`config.mk`:
```
export PLATFORM = sky130hd
export DESIGN_NAME = twoopt_engine
export DESIGN_NICKNAME = d
export VERILOG_FILES = /design/src/hw/replica_pkg.sv /design/src/hw/distance.sv /design/src/hw/opt_sequencer.sv /design/src/hw/tour_memory.sv /design/src/hw/twoopt_engine.sv
export VERILOG_INCLUDE_DIRS = /design/src /design/src/hw
export SDC_FILE = /design/constraint.sdc
export NUM_CORES = 2
export LEC_CHECK = 0
export ABC_AREA = 1
export BUFFER_PORTS_ARGS = -buffer_cell sky130_fd_sc_hd__buf_2
export CORE_MARGIN = 2
export CORE_UTILIZATION = 40
export CTS_BUF_LIST = sky130_fd_sc_hd__clkbuf_16
export DETAILED_ROUTE_END_ITERATION = 16
export PLACE_DENSITY = 0.53
export SYNTH_ARGS = -nofsm -noshare
export SYNTH_HDL_FRONTEND = slang
export SYNTH_SLANG_ARGS = --single-unit
```
`constraint.sdc`:
```
create_clock -name clk -period 3.8 [get_ports clk]
set_input_delay 0.19 -clock clk [delete_from_list [all_inputs] [get_ports clk]]
set_output_delay 0.19 -clock clk [all_outputs]
set_load 0.03 [all_outputs]
```
`src/hw/replica_cfg.svh`:
```
`ifndef REPLICA_CFG_SVH
`define REPLICA_CFG_SVH

// cities in one tour.
`define CITY_NUM 16

// bits of a city number or a tour position.
`define CITY_NUM_LOG 4

// bits of one distance table entry.
`define DIST_W 12

// bits of the signed tour length change.
`define DELTA_W 16

// request queue slots, same as the host credits after reset.
`define REQ_DEPTH 2

`endif

```
`src/hw/replica_pkg.sv`:
```
`include "replica_cfg.svh"

package replica_pkg;

    // kind of move held in the opt register.
    typedef enum logic {
        THR,
        TWO
    } opt_com_t;

    typedef struct packed {
        opt_com_t                 com;
        logic [`CITY_NUM_LOG-1:0] K;
        logic [`CITY_NUM_LOG-1:0] L;
    } opt_t;

    // accumulator operation.
    typedef enum logic [1:0] {
        DNOP,
        ZERO,
        PLS,
        MNS
    } distance_op_t;

    // tour position around K or L.
    typedef enum logic [2:0] {
        KN,
        KP,
        KM,
        LN,
        LP,
        LM
    } select_t;

    typedef struct packed {
        distance_op_t op;
        select_t      select;
    } distance_command_t;

    typedef logic [`DIST_W-1:0] distance_data_t;

    typedef logic signed [`DELTA_W-1:0] delta_data_t;

    typedef struct packed {
        logic [`CITY_NUM_LOG-1:0] K;
        logic [`CITY_NUM_LOG-1:0] L;
        delta_data_t              delta;
        logic                     accepted;
    } opt_result_t;

endpackage

```
`src/hw/distance.sv`:
```
`include "replica_cfg.svh"

module distance (
    input  logic                              clk,
    input  logic                              reset,

    input  logic                              dis_write,
    input  logic [2*`CITY_NUM_LOG-2:0]        dis_waddr,
    input  replica_pkg::distance_data_t       dis_wdata,

    input  logic                              opt_run,
    input  replica_pkg::opt_t                 in_opt,
    output replica_pkg::opt_t                 out_opt,
    input  replica_pkg::distance_command_t    command,

    output replica_pkg::delta_data_t          delta_distance,
    output logic [`CITY_NUM_LOG-1:0]          ordering_addr,
    input  logic [`CITY_NUM_LOG-1:0]          ordering_data
);

    localparam int DIS_DEPTH = `CITY_NUM * (`CITY_NUM + 1) / 2;
    localparam int DIS_AW    = 2 * `CITY_NUM_LOG - 1;
    localparam int PROD_W    = 2 * `CITY_NUM_LOG;
    localparam int OP_STAGES = 8;

    replica_pkg::distance_op_t   op_pipe [OP_STAGES];

    logic [`CITY_NUM_LOG-1:0]    city_cur;
    logic [`CITY_NUM_LOG-1:0]    city_prev;
    logic [`CITY_NUM_LOG-1:0]    hi_4;
    logic [`CITY_NUM_LOG-1:0]    lo_4;
    logic [PROD_W-1:0]           tri_prod;
    logic [`CITY_NUM_LOG-1:0]    lo_5;
    logic [DIS_AW-1:0]           dis_raddr;
    logic [DIS_AW-1:0]           dis_addr;
    replica_pkg::distance_data_t dis_rdata;
    replica_pkg::distance_data_t dist_l;

    replica_pkg::distance_data_t dis_ram [0:DIS_DEPTH-1];

    // current move, loaded by the sequencer.
    always_ff @(posedge clk) begin
        if (reset) begin
            out_opt.com <= replica_pkg::THR;
        end else if (opt_run) begin
            out_opt <= in_opt;
        end
    end

    // op travels alongside its data, forced idle without a move.
    always_ff @(posedge clk) begin
        if (reset) begin
            for (int i = 0; i < OP_STAGES; i++) begin
                op_pipe[i] <= replica_pkg::DNOP;
            end
        end else begin
            if (out_opt.com == replica_pkg::THR) begin
                op_pipe[0] <= replica_pkg::DNOP;
            end else begin
                op_pipe[0] <= command.op;
            end
            for (int i = 1; i < OP_STAGES; i++) begin
                op_pipe[i] <= op_pipe[i-1];
            end
        end
    end

    // select to tour position.
    always_ff @(posedge clk) begin
        case (command.select)
            replica_pkg::KN: ordering_addr <= out_opt.K;
            replica_pkg::KP: ordering_addr <= out_opt.K + 1'b1;
            replica_pkg::KM: ordering_addr <= out_opt.K - 1'b1;
            replica_pkg::LN: ordering_addr <= out_opt.L;
            replica_pkg::LP: ordering_addr <= out_opt.L + 1'b1;
            replica_pkg::LM: ordering_addr <= out_opt.L - 1'b1;
            default:         ordering_addr <= out_opt.K;
        endcase
    end

    // pair this city with the one from the previous command.
    always_ff @(posedge clk) begin
        city_cur  <= ordering_data;
        city_prev <= city_cur;
        if (city_cur > city_prev) begin
            hi_4 <= city_cur;
            lo_4 <= city_prev;
        end else begin
            hi_4 <= city_prev;
            lo_4 <= city_cur;
        end
        tri_prod  <= PROD_W'(hi_4) * (PROD_W'(hi_4) - 1'b1);
        lo_5      <= lo_4;
        dis_raddr <= DIS_AW'(tri_prod[PROD_W-1:1]) + DIS_AW'(lo_5);
    end

    // table port is shared with loading.
    assign dis_addr = dis_write ? dis_waddr : dis_raddr;

    always_ff @(posedge clk) begin
        if (dis_write) begin
            dis_ram[dis_addr] <= dis_wdata;
        end else begin
            dis_rdata <= dis_ram[dis_addr];
        end
    end

    always_ff @(posedge clk) begin
        dist_l <= dis_rdata;
    end

    always_ff @(posedge clk) begin
        case (op_pipe[OP_STAGES-1])
            replica_pkg::ZERO: delta_distance <= '0;
            replica_pkg::PLS:  delta_distance <= delta_distance
                                                 + replica_pkg::delta_data_t'(dist_l);
            replica_pkg::MNS:  delta_distance <= delta_distance
                                                 - replica_pkg::delta_data_t'(dist_l);
            default:           delta_distance <= delta_distance;
        endcase
    end

endmodule

```
`src/hw/opt_sequencer.sv`:
```
`include "replica_cfg.svh"

module opt_sequencer (
    input  logic                              clk,
    input  logic                              reset,

    input  logic                              req_valid,
    input  replica_pkg::opt_t                 req,
    output logic                              req_credit,

    output logic                              opt_run,
    output replica_pkg::opt_t                 opt,
    output replica_pkg::distance_command_t    command,
    input  replica_pkg::delta_data_t          delta_distance,

    output logic                              rev_start,
    output logic [`CITY_NUM_LOG-1:0]          rev_k,
    output logic [`CITY_NUM_LOG-1:0]          rev_l,
    input  logic                              rev_busy,

    output logic                              result_valid,
    output replica_pkg::opt_result_t          result
);

    localparam int PTR_W = (`REQ_DEPTH > 1) ? $clog2(`REQ_DEPTH) : 1;
    localparam int CNT_W = $clog2(`REQ_DEPTH + 1);
    localparam logic [3:0] LAST_CMD  = 4'd8;
    localparam logic [3:0] LAST_WAIT = 4'd9;

    typedef enum logic [2:0] {
        S_IDLE,
        S_CMD,
        S_WAIT,
        S_REV,
        S_DONE
    } seq_state_t;

    replica_pkg::opt_t slots [0:`REQ_DEPTH-1];
    logic [PTR_W-1:0]  wr_ptr;
    logic [PTR_W-1:0]  rd_ptr;
    logic [CNT_W-1:0]  count;
    logic              push;
    logic              pop;
    replica_pkg::opt_t head;
    replica_pkg::opt_t cur;

    seq_state_t        state;
    logic [3:0]        cmd_cnt;
    logic [3:0]        wait_cnt;
    logic              accept;

    function automatic logic [PTR_W-1:0] next_ptr(input logic [PTR_W-1:0] ptr);
        return (ptr == PTR_W'(`REQ_DEPTH - 1)) ? '0 : ptr + 1'b1;
    endfunction

    // request without a free slot is dropped.
    assign pop  = (state == S_IDLE) && (count != '0);
    assign push = req_valid && ((count != CNT_W'(`REQ_DEPTH)) || pop);
    assign head = slots[rd_ptr];

    always_ff @(posedge clk) begin
        if (push) begin
            slots[wr_ptr] <= req;
        end
    end

    always_ff @(posedge clk) begin
        if (reset) begin
            wr_ptr <= '0;
            rd_ptr <= '0;
            count  <= '0;
        end else begin
            if (push) begin
                wr_ptr <= next_ptr(wr_ptr);
            end
            if (pop) begin
                rd_ptr <= next_ptr(rd_ptr);
            end
            case ({push, pop})
                2'b10:   count <= count + 1'b1;
                2'b01:   count <= count - 1'b1;
                default: count <= count;
            endcase
        end
    end

    assign req_credit = pop;

    // pop loads TWO, done returns the register to THR.
    assign opt_run   = pop || (state == S_DONE);
    assign opt.com   = (state == S_DONE) ? replica_pkg::THR : replica_pkg::TWO;
    assign opt.K     = head.K;
    assign opt.L     = head.L;

    // four edges, each as an earlier and a later position.
    always_comb begin
        command = '{op: replica_pkg::DNOP, select: replica_pkg::KN};
        if (state == S_CMD) begin
            case (cmd_cnt)
                4'd0: command = '{op: replica_pkg::ZERO, select: replica_pkg::KN};
                4'd1: command = '{op: replica_pkg::DNOP, select: replica_pkg::KM};
                4'd2: command = '{op: replica_pkg::PLS,  select: replica_pkg::LN};
                4'd3: command = '{op: replica_pkg::DNOP, select: replica_pkg::KN};
                4'd4: command = '{op: replica_pkg::PLS,  select: replica_pkg::LP};
                4'd5: command = '{op: replica_pkg::DNOP, select: replica_pkg::KM};
                4'd6: command = '{op: replica_pkg::MNS,  select: replica_pkg::KN};
                4'd7: command = '{op: replica_pkg::DNOP, select: replica_pkg::LN};
                4'd8: command = '{op: replica_pkg::MNS,  select: replica_pkg::LP};
                default: begin
                end
            endcase
        end
    end

    assign accept = delta_distance[`DELTA_W-1];

    always_ff @(posedge clk) begin
        if (reset) begin
            state        <= S_IDLE;
            cmd_cnt      <= '0;
            wait_cnt     <= '0;
            result_valid <= 1'b0;
            rev_start    <= 1'b0;
        end else begin
            result_valid <= 1'b0;
            rev_start    <= 1'b0;
            case (state)
                S_IDLE: begin
                    if (pop) begin
                        state   <= S_CMD;
                        cmd_cnt <= '0;
                    end
                end
                S_CMD: begin
                    if (cmd_cnt == LAST_CMD) begin
                        state    <= S_WAIT;
                        wait_cnt <= '0;
                    end else begin
                        cmd_cnt <= cmd_cnt + 1'b1;
                    end
                end
                S_WAIT: begin
                    // delta has settled by now.
                    if (wait_cnt == LAST_WAIT) begin
                        result_valid <= 1'b1;
                        rev_start    <= accept;
                        state        <= accept ? S_REV : S_DONE;
                    end else begin
                        wait_cnt <= wait_cnt + 1'b1;
                    end
                end
                S_REV: begin
                    // busy rises one cycle after the start pulse.
                    if (!rev_start && !rev_busy) begin
                        state <= S_DONE;
                    end
                end
                default: begin
                    state <= S_IDLE;
                end
            endcase
        end
    end

    always_ff @(posedge clk) begin
        if (pop) begin
            cur <= head;
        end
        if (state == S_WAIT && wait_cnt == LAST_WAIT) begin
            result <= '{K: cur.K, L: cur.L, delta: delta_distance, accepted: accept};
        end
    end

    assign rev_k = cur.K;
    assign rev_l = cur.L;

endmodule

```
`src/hw/tour_memory.sv`:
```
`include "replica_cfg.svh"

module tour_memory (
    input  logic                     clk,
    input  logic                     reset,

    input  logic                     tour_write,
    input  logic [`CITY_NUM_LOG-1:0] tour_waddr,
    input  logic [`CITY_NUM_LOG-1:0] tour_wdata,

    input  logic [`CITY_NUM_LOG-1:0] ordering_addr,
    output logic [`CITY_NUM_LOG-1:0] ordering_data,

    input  logic                     rev_start,
    input  logic [`CITY_NUM_LOG-1:0] rev_k,
    input  logic [`CITY_NUM_LOG-1:0] rev_l,
    output logic                     rev_busy
);

    typedef enum logic [1:0] {
        S_IDLE,
        S_RD,
        S_WR,
        S_FIN
    } rev_state_t;

    rev_state_t               state;
    logic [`CITY_NUM_LOG-1:0] lo_ptr;
    logic [`CITY_NUM_LOG-1:0] hi_ptr;
    logic                     pend;

    logic [`CITY_NUM_LOG-1:0] rd_addr;
    logic [`CITY_NUM_LOG-1:0] rdata;
    logic                     wr_en;
    logic [`CITY_NUM_LOG-1:0] wr_addr;
    logic [`CITY_NUM_LOG-1:0] wr_data;

    logic [`CITY_NUM_LOG-1:0] tour_ram [0:`CITY_NUM-1];

    // reversal owns both ports while busy.
    always_comb begin
        rd_addr = ordering_addr;
        wr_en   = tour_write;
        wr_addr = tour_waddr;
        wr_data = tour_wdata;
        case (state)
            S_RD: begin
                // finish the previous pair on the low side.
                rd_addr = lo_ptr;
                wr_en   = pend;
                wr_addr = lo_ptr - 1'b1;
                wr_data = rdata;
            end
            S_WR: begin
                rd_addr = hi_ptr;
                wr_en   = 1'b1;
                wr_addr = hi_ptr;
                wr_data = rdata;
            end
            S_FIN: begin
                rd_addr = lo_ptr;
                wr_en   = 1'b1;
                wr_addr = lo_ptr - 1'b1;
                wr_data = rdata;
            end
            default: begin
            end
        endcase
    end

    // read returns the old entry on a same-address write.
    always_ff @(posedge clk) begin
        rdata <= tour_ram[rd_addr];
        if (wr_en) begin
            tour_ram[wr_addr] <= wr_data;
        end
    end

    assign ordering_data = rdata;

    always_ff @(posedge clk) begin
        if (reset) begin
            state <= S_IDLE;
            pend  <= 1'b0;
        end else begin
            case (state)
                S_IDLE: begin
                    if (rev_start) begin
                        state <= S_RD;
                        pend  <= 1'b0;
                    end
                end
                S_RD: begin
                    state <= S_WR;
                end
                S_WR: begin
                    pend <= 1'b1;
                    if ({1'b0, lo_ptr} + 5'd2 < {1'b0, hi_ptr}) begin
                        state <= S_RD;
                    end else begin
                        state <= S_FIN;
                    end
                end
                default: begin
                    state <= S_IDLE;
                end
            endcase
        end
    end

    // pointers move inward after each pair.
    always_ff @(posedge clk) begin
        if (state == S_IDLE && rev_start) begin
            lo_ptr <= rev_k;
            hi_ptr <= rev_l;
        end else if (state == S_WR) begin
            lo_ptr <= lo_ptr + 1'b1;
            hi_ptr <= hi_ptr - 1'b1;
        end
    end

    assign rev_busy = (state != S_IDLE);

endmodule

```
`src/hw/twoopt_engine.sv`:
```
`include "replica_cfg.svh"

module twoopt_engine (
    input  logic                        clk,
    input  logic                        reset,

    input  logic                        dis_write,
    input  logic [2*`CITY_NUM_LOG-2:0]  dis_waddr,
    input  replica_pkg::distance_data_t dis_wdata,

    input  logic                        tour_write,
    input  logic [`CITY_NUM_LOG-1:0]    tour_waddr,
    input  logic [`CITY_NUM_LOG-1:0]    tour_wdata,

    input  logic                        req_valid,
    input  replica_pkg::opt_t           req,
    output logic                        req_credit,

    output logic                        result_valid,
    output replica_pkg::opt_result_t    result
);

    logic                           opt_run;
    replica_pkg::opt_t              opt;
    replica_pkg::distance_command_t command;
    replica_pkg::delta_data_t       delta_distance;
    logic [`CITY_NUM_LOG-1:0]       ordering_addr;
    logic [`CITY_NUM_LOG-1:0]       ordering_data;
    logic                           rev_start;
    logic [`CITY_NUM_LOG-1:0]       rev_k;
    logic [`CITY_NUM_LOG-1:0]       rev_l;
    logic                           rev_busy;

    // held move is only needed inside the distance unit.
    distance distance_inst (
        .clk            (clk),
        .reset          (reset),
        .dis_write      (dis_write),
        .dis_waddr      (dis_waddr),
        .dis_wdata      (dis_wdata),
        .opt_run        (opt_run),
        .in_opt         (opt),
        .out_opt        (),
        .command        (command),
        .delta_distance (delta_distance),
        .ordering_addr  (ordering_addr),
        .ordering_data  (ordering_data)
    );

    tour_memory tour_memory_inst (
        .clk           (clk),
        .reset         (reset),
        .tour_write    (tour_write),
        .tour_waddr    (tour_waddr),
        .tour_wdata    (tour_wdata),
        .ordering_addr (ordering_addr),
        .ordering_data (ordering_data),
        .rev_start     (rev_start),
        .rev_k         (rev_k),
        .rev_l         (rev_l),
        .rev_busy      (rev_busy)
    );

    opt_sequencer opt_sequencer_inst (
        .clk            (clk),
        .reset          (reset),
        .req_valid      (req_valid),
        .req            (req),
        .req_credit     (req_credit),
        .opt_run        (opt_run),
        .opt            (opt),
        .command        (command),
        .delta_distance (delta_distance),
        .rev_start      (rev_start),
        .rev_k          (rev_k),
        .rev_l          (rev_l),
        .rev_busy       (rev_busy),
        .result_valid   (result_valid),
        .result         (result)
    );

endmodule

```
== Word-level counts from Yosys, hierarchy flattened ==
Memory sizes are Yosys's and may differ from the RTL's. A register that Yosys moved wholly into a read port is not among the register bits.
Cells that the tools add are included.
W data, S select, Z words.
Cells by class
  bitwise logic cells: 12
  equality and inequality tests: 33
  multiplexer cells: 63
  div/mod/pow operators: 0
  order comparisons: 2
  reduce and logical (&&, ||, !) cells: 32
  shift-type cells: 0
  multiply operators: 1
  $add $sub $neg: 18
Operators by type and width (number)
  $pmux W16 S3: 1
  $mux W4: 11
  $pmux W5 S7: 1
  $pmux W4 S2: 4
  $mux W1: 22
  $mux W2: 11
  $add A4 B1 Y4 const B: 5
  $pmux W4 S5: 1
  $add A16 B13 Y16: 1
  $eq A4 B3 Y1 const B: 4
  $sub A16 B13 Y16: 1
  $sub A4 B1 Y4 const B: 4
  $mux W3: 5
  $reduce_bool A2 Y1: 7
  $eq A3 B2 Y1 const B: 4
  $pmux W3 S4: 1
  $eq A2 B2 Y1 const B: 5
  $eq A3 B3 Y1 const B: 3
  $or A1 B1 Y1: 9
  $eq A4 B4 Y1 const B: 2
  $mul A4 B8 Y8: 1
  $ne A2 B1 Y1 const B: 4
  $ne A2 B2 Y1 const B: 4
  $reduce_or A2 Y1: 4
  29 further kinds: 46
Word-level totals
  latch bits: 0
  memory bits (writable): 1730
  output and inout port bits: 27
  bits in registers: 137
  logic and storage cells: 196
  memories: 4
  bits of input ports: 41
  memory bits (read-only): 0
Memory list
  distance_inst.dis_ram: words 136, bits a word 12, rd ports 1, clocked after memory_dff 1, wr ports 1, RTL line distance.sv:39  | replica_pkg::distance_data_t dis_ram [0:DIS_DEPTH-1];
  tour_memory_inst.tour_ram: words 16, bits a word 4, rd ports 1, clocked after memory_dff 1, wr ports 1, RTL line tour_memory.sv:38  | logic [`CITY_NUM_LOG-1:0] tour_ram [0:`CITY_NUM-1];
  opt_sequencer_inst.slots: words 2, bits a word 9, rd ports 1, clocked after memory_dff 1, wr ports 1, RTL line opt_sequencer.sv:38  | replica_pkg::opt_t slots [0:`REQ_DEPTH-1];
  distance_inst.op_pipe: words 8, bits a word 2, rd ports 8, clocked after memory_dff 0, wr ports 8, RTL line distance.sv:26  | replica_pkg::distance_op_t op_pipe [OP_STAGES];

== Logic depth before layout (Yosys ltp) ==
  depth in word-level cells: 6
  depth in mapped cells: 19
  depth with buffers taken out: 19

== Cells and area by module ==
A second synthesis with hierarchy kept.
Second synthesis, totals
  cell total of the unflattened synthesis: 7720
  area, all modules: 78397.7 sq um
Modules (own cells, without submodules)
  distance: times used 1, area each 71641.2 sq um, cells each 7061, sequential area each 48566.6 sq um
  tour_memory: times used 1, area each 4096.4 sq um, cells each 425, sequential area each 2302.2 sq um
  opt_sequencer: times used 1, area each 2660.1 sq um, cells each 234, sequential area each 1801.7 sq um

== Least setup slack after synthesis ==
OpenSTA, ideal clock, no wires.
  path type: register to register
  start point: register distance_inst.hi_4[0]
  end point: register distance_inst.tri_prod[7]
  library setup time: 0.072 ns
  path buffers: 0
  arrival: 2.962 ns
  stages on the path, launching flop included: 17
  data required time: 3.728 ns
  clock period less this slack: 3.034 ns
  setup slack: 0.766 ns
  path through: dfxtp_1 -> inv_1 -> ha_1 -> inv_1 -> ha_1 -> inv_1 -> nand2_1 -> fa_1 -> fa_1 -> inv_1 -> ha_1 -> a21oi_1 -> nand2_1 -> nand2_1 -> nand2_1 -> a21oi_1 -> xnor2_1
On the way
  longest elaborated chain between the ends: 2
Ends and longest elaborated chain
  start: declaration: RTL line distance.sv:30  | logic [`CITY_NUM_LOG-1:0] hi_4;
  start signal: assignment: RTL line distance.sv:86  | hi_4 <= city_cur;
  start signal: assignment: RTL line distance.sv:89  | hi_4 <= city_prev;
  $sub A4 B1 Y5: RTL line distance.sv:92  | tri_prod <= PROD_W'(hi_4) * (PROD_W'(hi_4) - 1'b1);
  $mul A4 B8 Y8 (*): RTL line distance.sv:92
  end signal: assignment: RTL line distance.sv:92
  end: declaration: RTL line distance.sv:32  | logic [PROD_W-1:0] tri_prod;
Mark *: on every way between the ends. The rest lies on a longest branch, timed or not.
A chain may end at the register's enable or synchronous reset.

== Worst setup path in the final report ==
Same ends and word-level chain as after synthesis.

==> impl_metrics.tcl <==
set metrics [dict create \
    synth_top_area_share_pct 66.85 \
    final_hold_viol_count 0 \
    dp_cells 9976 \
    seq_area_frac_synth_pct 69.21 \
    io_buffer_count 66 \
    critPathLaunchType "register" \
    cts_tree "built" \
    clockBufferDepth 3 \
    setup_viol_count_final 0 \
    ant_nets 0 \
    synth.most_common_cell "nand2_1" \
    synth-edff-count 1694 \
    critPathBufInv 4 \
    worst_pin_slew_ns 1.155 \
    area_growth_pct 14.64 \
    start_util_pct 40.14 \
    synthCells 7395 \
    min_to "distance_inst.dis_ram[18][3]$_DFFE_PP_" \
    finalCritPeriodShare_pct 85.00 \
    dieArea_mm2 0.1938 \
    grt.total_usage_pct 22.10 \
    crit_path_cell_trace "inv_1 -> ha_1 -> inv_1 -> ha_1 -> inv_1 -> nand2_1 -> fa_1 -> fa_1 -> inv_1 -> ha_1 -> a21oi_1 -> nand2_1 -> nand2_1 -> nand2_1 -> a21oi_1 -> xnor2_1" \
    drv_cap 0 \
    drt-pass1-iter-count 5 \
    cts.sinks 1784 \
    period_minus_slack_ns 3.230 \
    synth.area.top_cells "edfxtp_1, nand2_1, dfxtp_1" \
    clockRootBuffer "clkbuf_16" \
    ys_types 52 \
    ctsHtreeMaxLevel 4 \
    r2r_cells 16 \
    cp_slowest_cell "fa_1" \
    max_slew_margin_pct 22.99 \
    hp-class "in2reg" \
    first_global_vias 48990 \
    slowest_delay_ns 0.54 \
    yosysWarnings 0 \
    num_vias 51170 \
    die_y_um 440.2 \
    remaining_drc_errors 0 \
    slew_violations 0 \
    ir_worst_vdd_v 0.0004573 \
    syn_area_per_cell_um2 10.29 \
    routed_wl_um 214700 \
    yosysTopAreaCell "edfxtp_1" \
    end_kind "register" \
    fin_nets 7784 \
    worstHoldPathCells 1 \
    path_class "reg2reg" \
    stdcell_count 10340 \
    drt_iter0_markers 4559 \
    startpoint "distance_inst.hi_4[0]$_DFF_P_" \
    place.gp.congestion 0.8734 \
    grt_overflow 0 \
    p_per_area_mw_per_mm2 609.7 \
    synth_seq_cells 1784 \
    rows 160 \
    grt_pass1_wl_um 318400 \
    core_area_mm2 0.1896 \
    cp_top_family "adder cells" \
    wl_per_cell_um 20.77 \
    required_ns 4.57 \
    rsz0062_at_grt "no" \
    vias_per_cell 4.949 \
    grt_max_degree 129 \
    async_flop_share_pct 0 \
    synth_common_cells "nand2_1, edfxtp_1, nor2_1, buf_2, inv_1" \
    netlist_area_mm2 0.07610 \
    critPathMaxFanout 7 \
    antenna_found_initial 4 \
    fin_hold_ws_ns 0.01928 \
    synth_ff_type "edfxtp_1" \
    hold_start "dis_wdata[3]" \
    clk_latency_ns 0.84 \
    cts_inserted_buffers 191 \
    rrSetupSlack_ns 0.57 \
    reg2reg_from "distance_inst.hi_4[0]$_DFF_P_" \
    fin_skew_ns 0.04069 \
    setup-tns-final_ns 0 \
    max_freq_mhz 309.6 \
    drive_gt1_share_pct 9.108 \
    die_w_um 440.2 \
    ios 68 \
    status "finished, final reports clean" \
    clk_pin_slew_ns 0.06 \
    p_leak_nw 35.92 \
    hpwl_um 132500 \
    rr_endpoint "distance_inst.tri_prod[7]$_DFF_P_" \
    worstPathArrival_ns 4.00 \
]
[layout make-up]
cell class              instances  area [µm²]
multi-input cells            5059       20850
fillers                     17590      102300
flip-flops and latches       1784       52670
diodes                          1       2.502
inverters                     226       855.8
repair buffers                413        3659
well taps                    2511        3142
clock buffers                 194        4855
clock inverters               152        1201
[per-stage QoR]
step                      total power, W  setup slack (ns)  util (%)  cell area (µm²)
after floorplan                  0.03076            0.7663         -            76110
after global placement           0.03549            0.4013     42.73            81010
after detailed placement         0.03552            0.3633     42.73            81010
after CTS                        0.05362            0.5488     46.01            87230
after global routing             0.05582            0.2918     46.01            87230
final                            0.05319            0.5700     46.02            87240
[registers in the layout (all words and copies together), names as in the netlist, 7 cells and up, named ones only]
signal and flops:
distance_inst.dis_raddr 7, opt_sequencer_inst.result 24, opt_sequencer_inst.slots 16, tour_memory_inst.tour_ram 64
distance_inst.delta_distance 16, distance_inst.op_pipe 16, distance_inst.dist_l 12, distance_inst.tri_prod 7
distance_inst.dis_rdata 12, distance_inst.dis_ram 1536, distance_inst.out_opt 9
[how the worst max path moves through the flow]
stage | endpoint | cells after the start
3_3_place_gp | distance_inst.dis_rdata[9]$_DFFE_PN_ | 19
4_1_cts | distance_inst.tri_prod[7]$_DFF_P_ | 16
3_5_place_dp | distance_inst.dis_rdata[9]$_DFFE_PN_ | 19
5_1_grt | distance_inst.tri_prod[7]$_DFF_P_ | 16
2_1_floorplan | distance_inst.tri_prod[7]$_DFF_P_ | 16
6_report | distance_inst.tri_prod[7]$_DFF_P_ | 16
[cell families (layout without fill, tap and decap cells)]
group,count (synthesis),count (layout),share of synthesized area [%]
simple gates,4612,4612,23.12
flops,1784,1784,69.21
buf+inv,556,985,3.468
compound gates,333,333,2.445
fa+ha+maj,68,68,1.246
xor+xnor,29,29,0.3338
mux,11,11,0.1628
other cells,2,7,0.009869
[layout by cell type (no fill, tap or decap), types with 81 or more instances in the layout]
cell type	Yosys	final
a21oi_1	163	163
nand2_1	4165	4164
buf_4	32	290
nor2_1	297	296
o21ai_0	81	81
inv_1	215	256
dfxtp_1	90	90
clkbuf_16	0	194
nand3_1	89	89
edfxtp_1	1694	1694
[routing by layer]
metal,part of all wire [%],GRT usage [%],vias up
li1,-,-,24780
met1,45,30.79,24620
met2,46,35.59,1445
met3,5.7,2.989,327
met4,3.4,7.567,0
met5,0,0,-
[what timing repair did]
action	CTS	global route
endpoints found under the hold margin	251	0
buffers inserted	0	0
hold buffers	17	0
gates resized for setup	0	0
[power by group]
group | switching, W | internal, W | total [W]
Sequential | 0.000471 | 0.0222 | 0.0227
Clock | 0.00784 | 0.0102 | 0.0181
Combinational | 0.00877 | 0.00370 | 0.0125
Total | 0.0171 | 0.0361 | 0.0532
No activity file was read; power rests on OpenSTA's default activity.
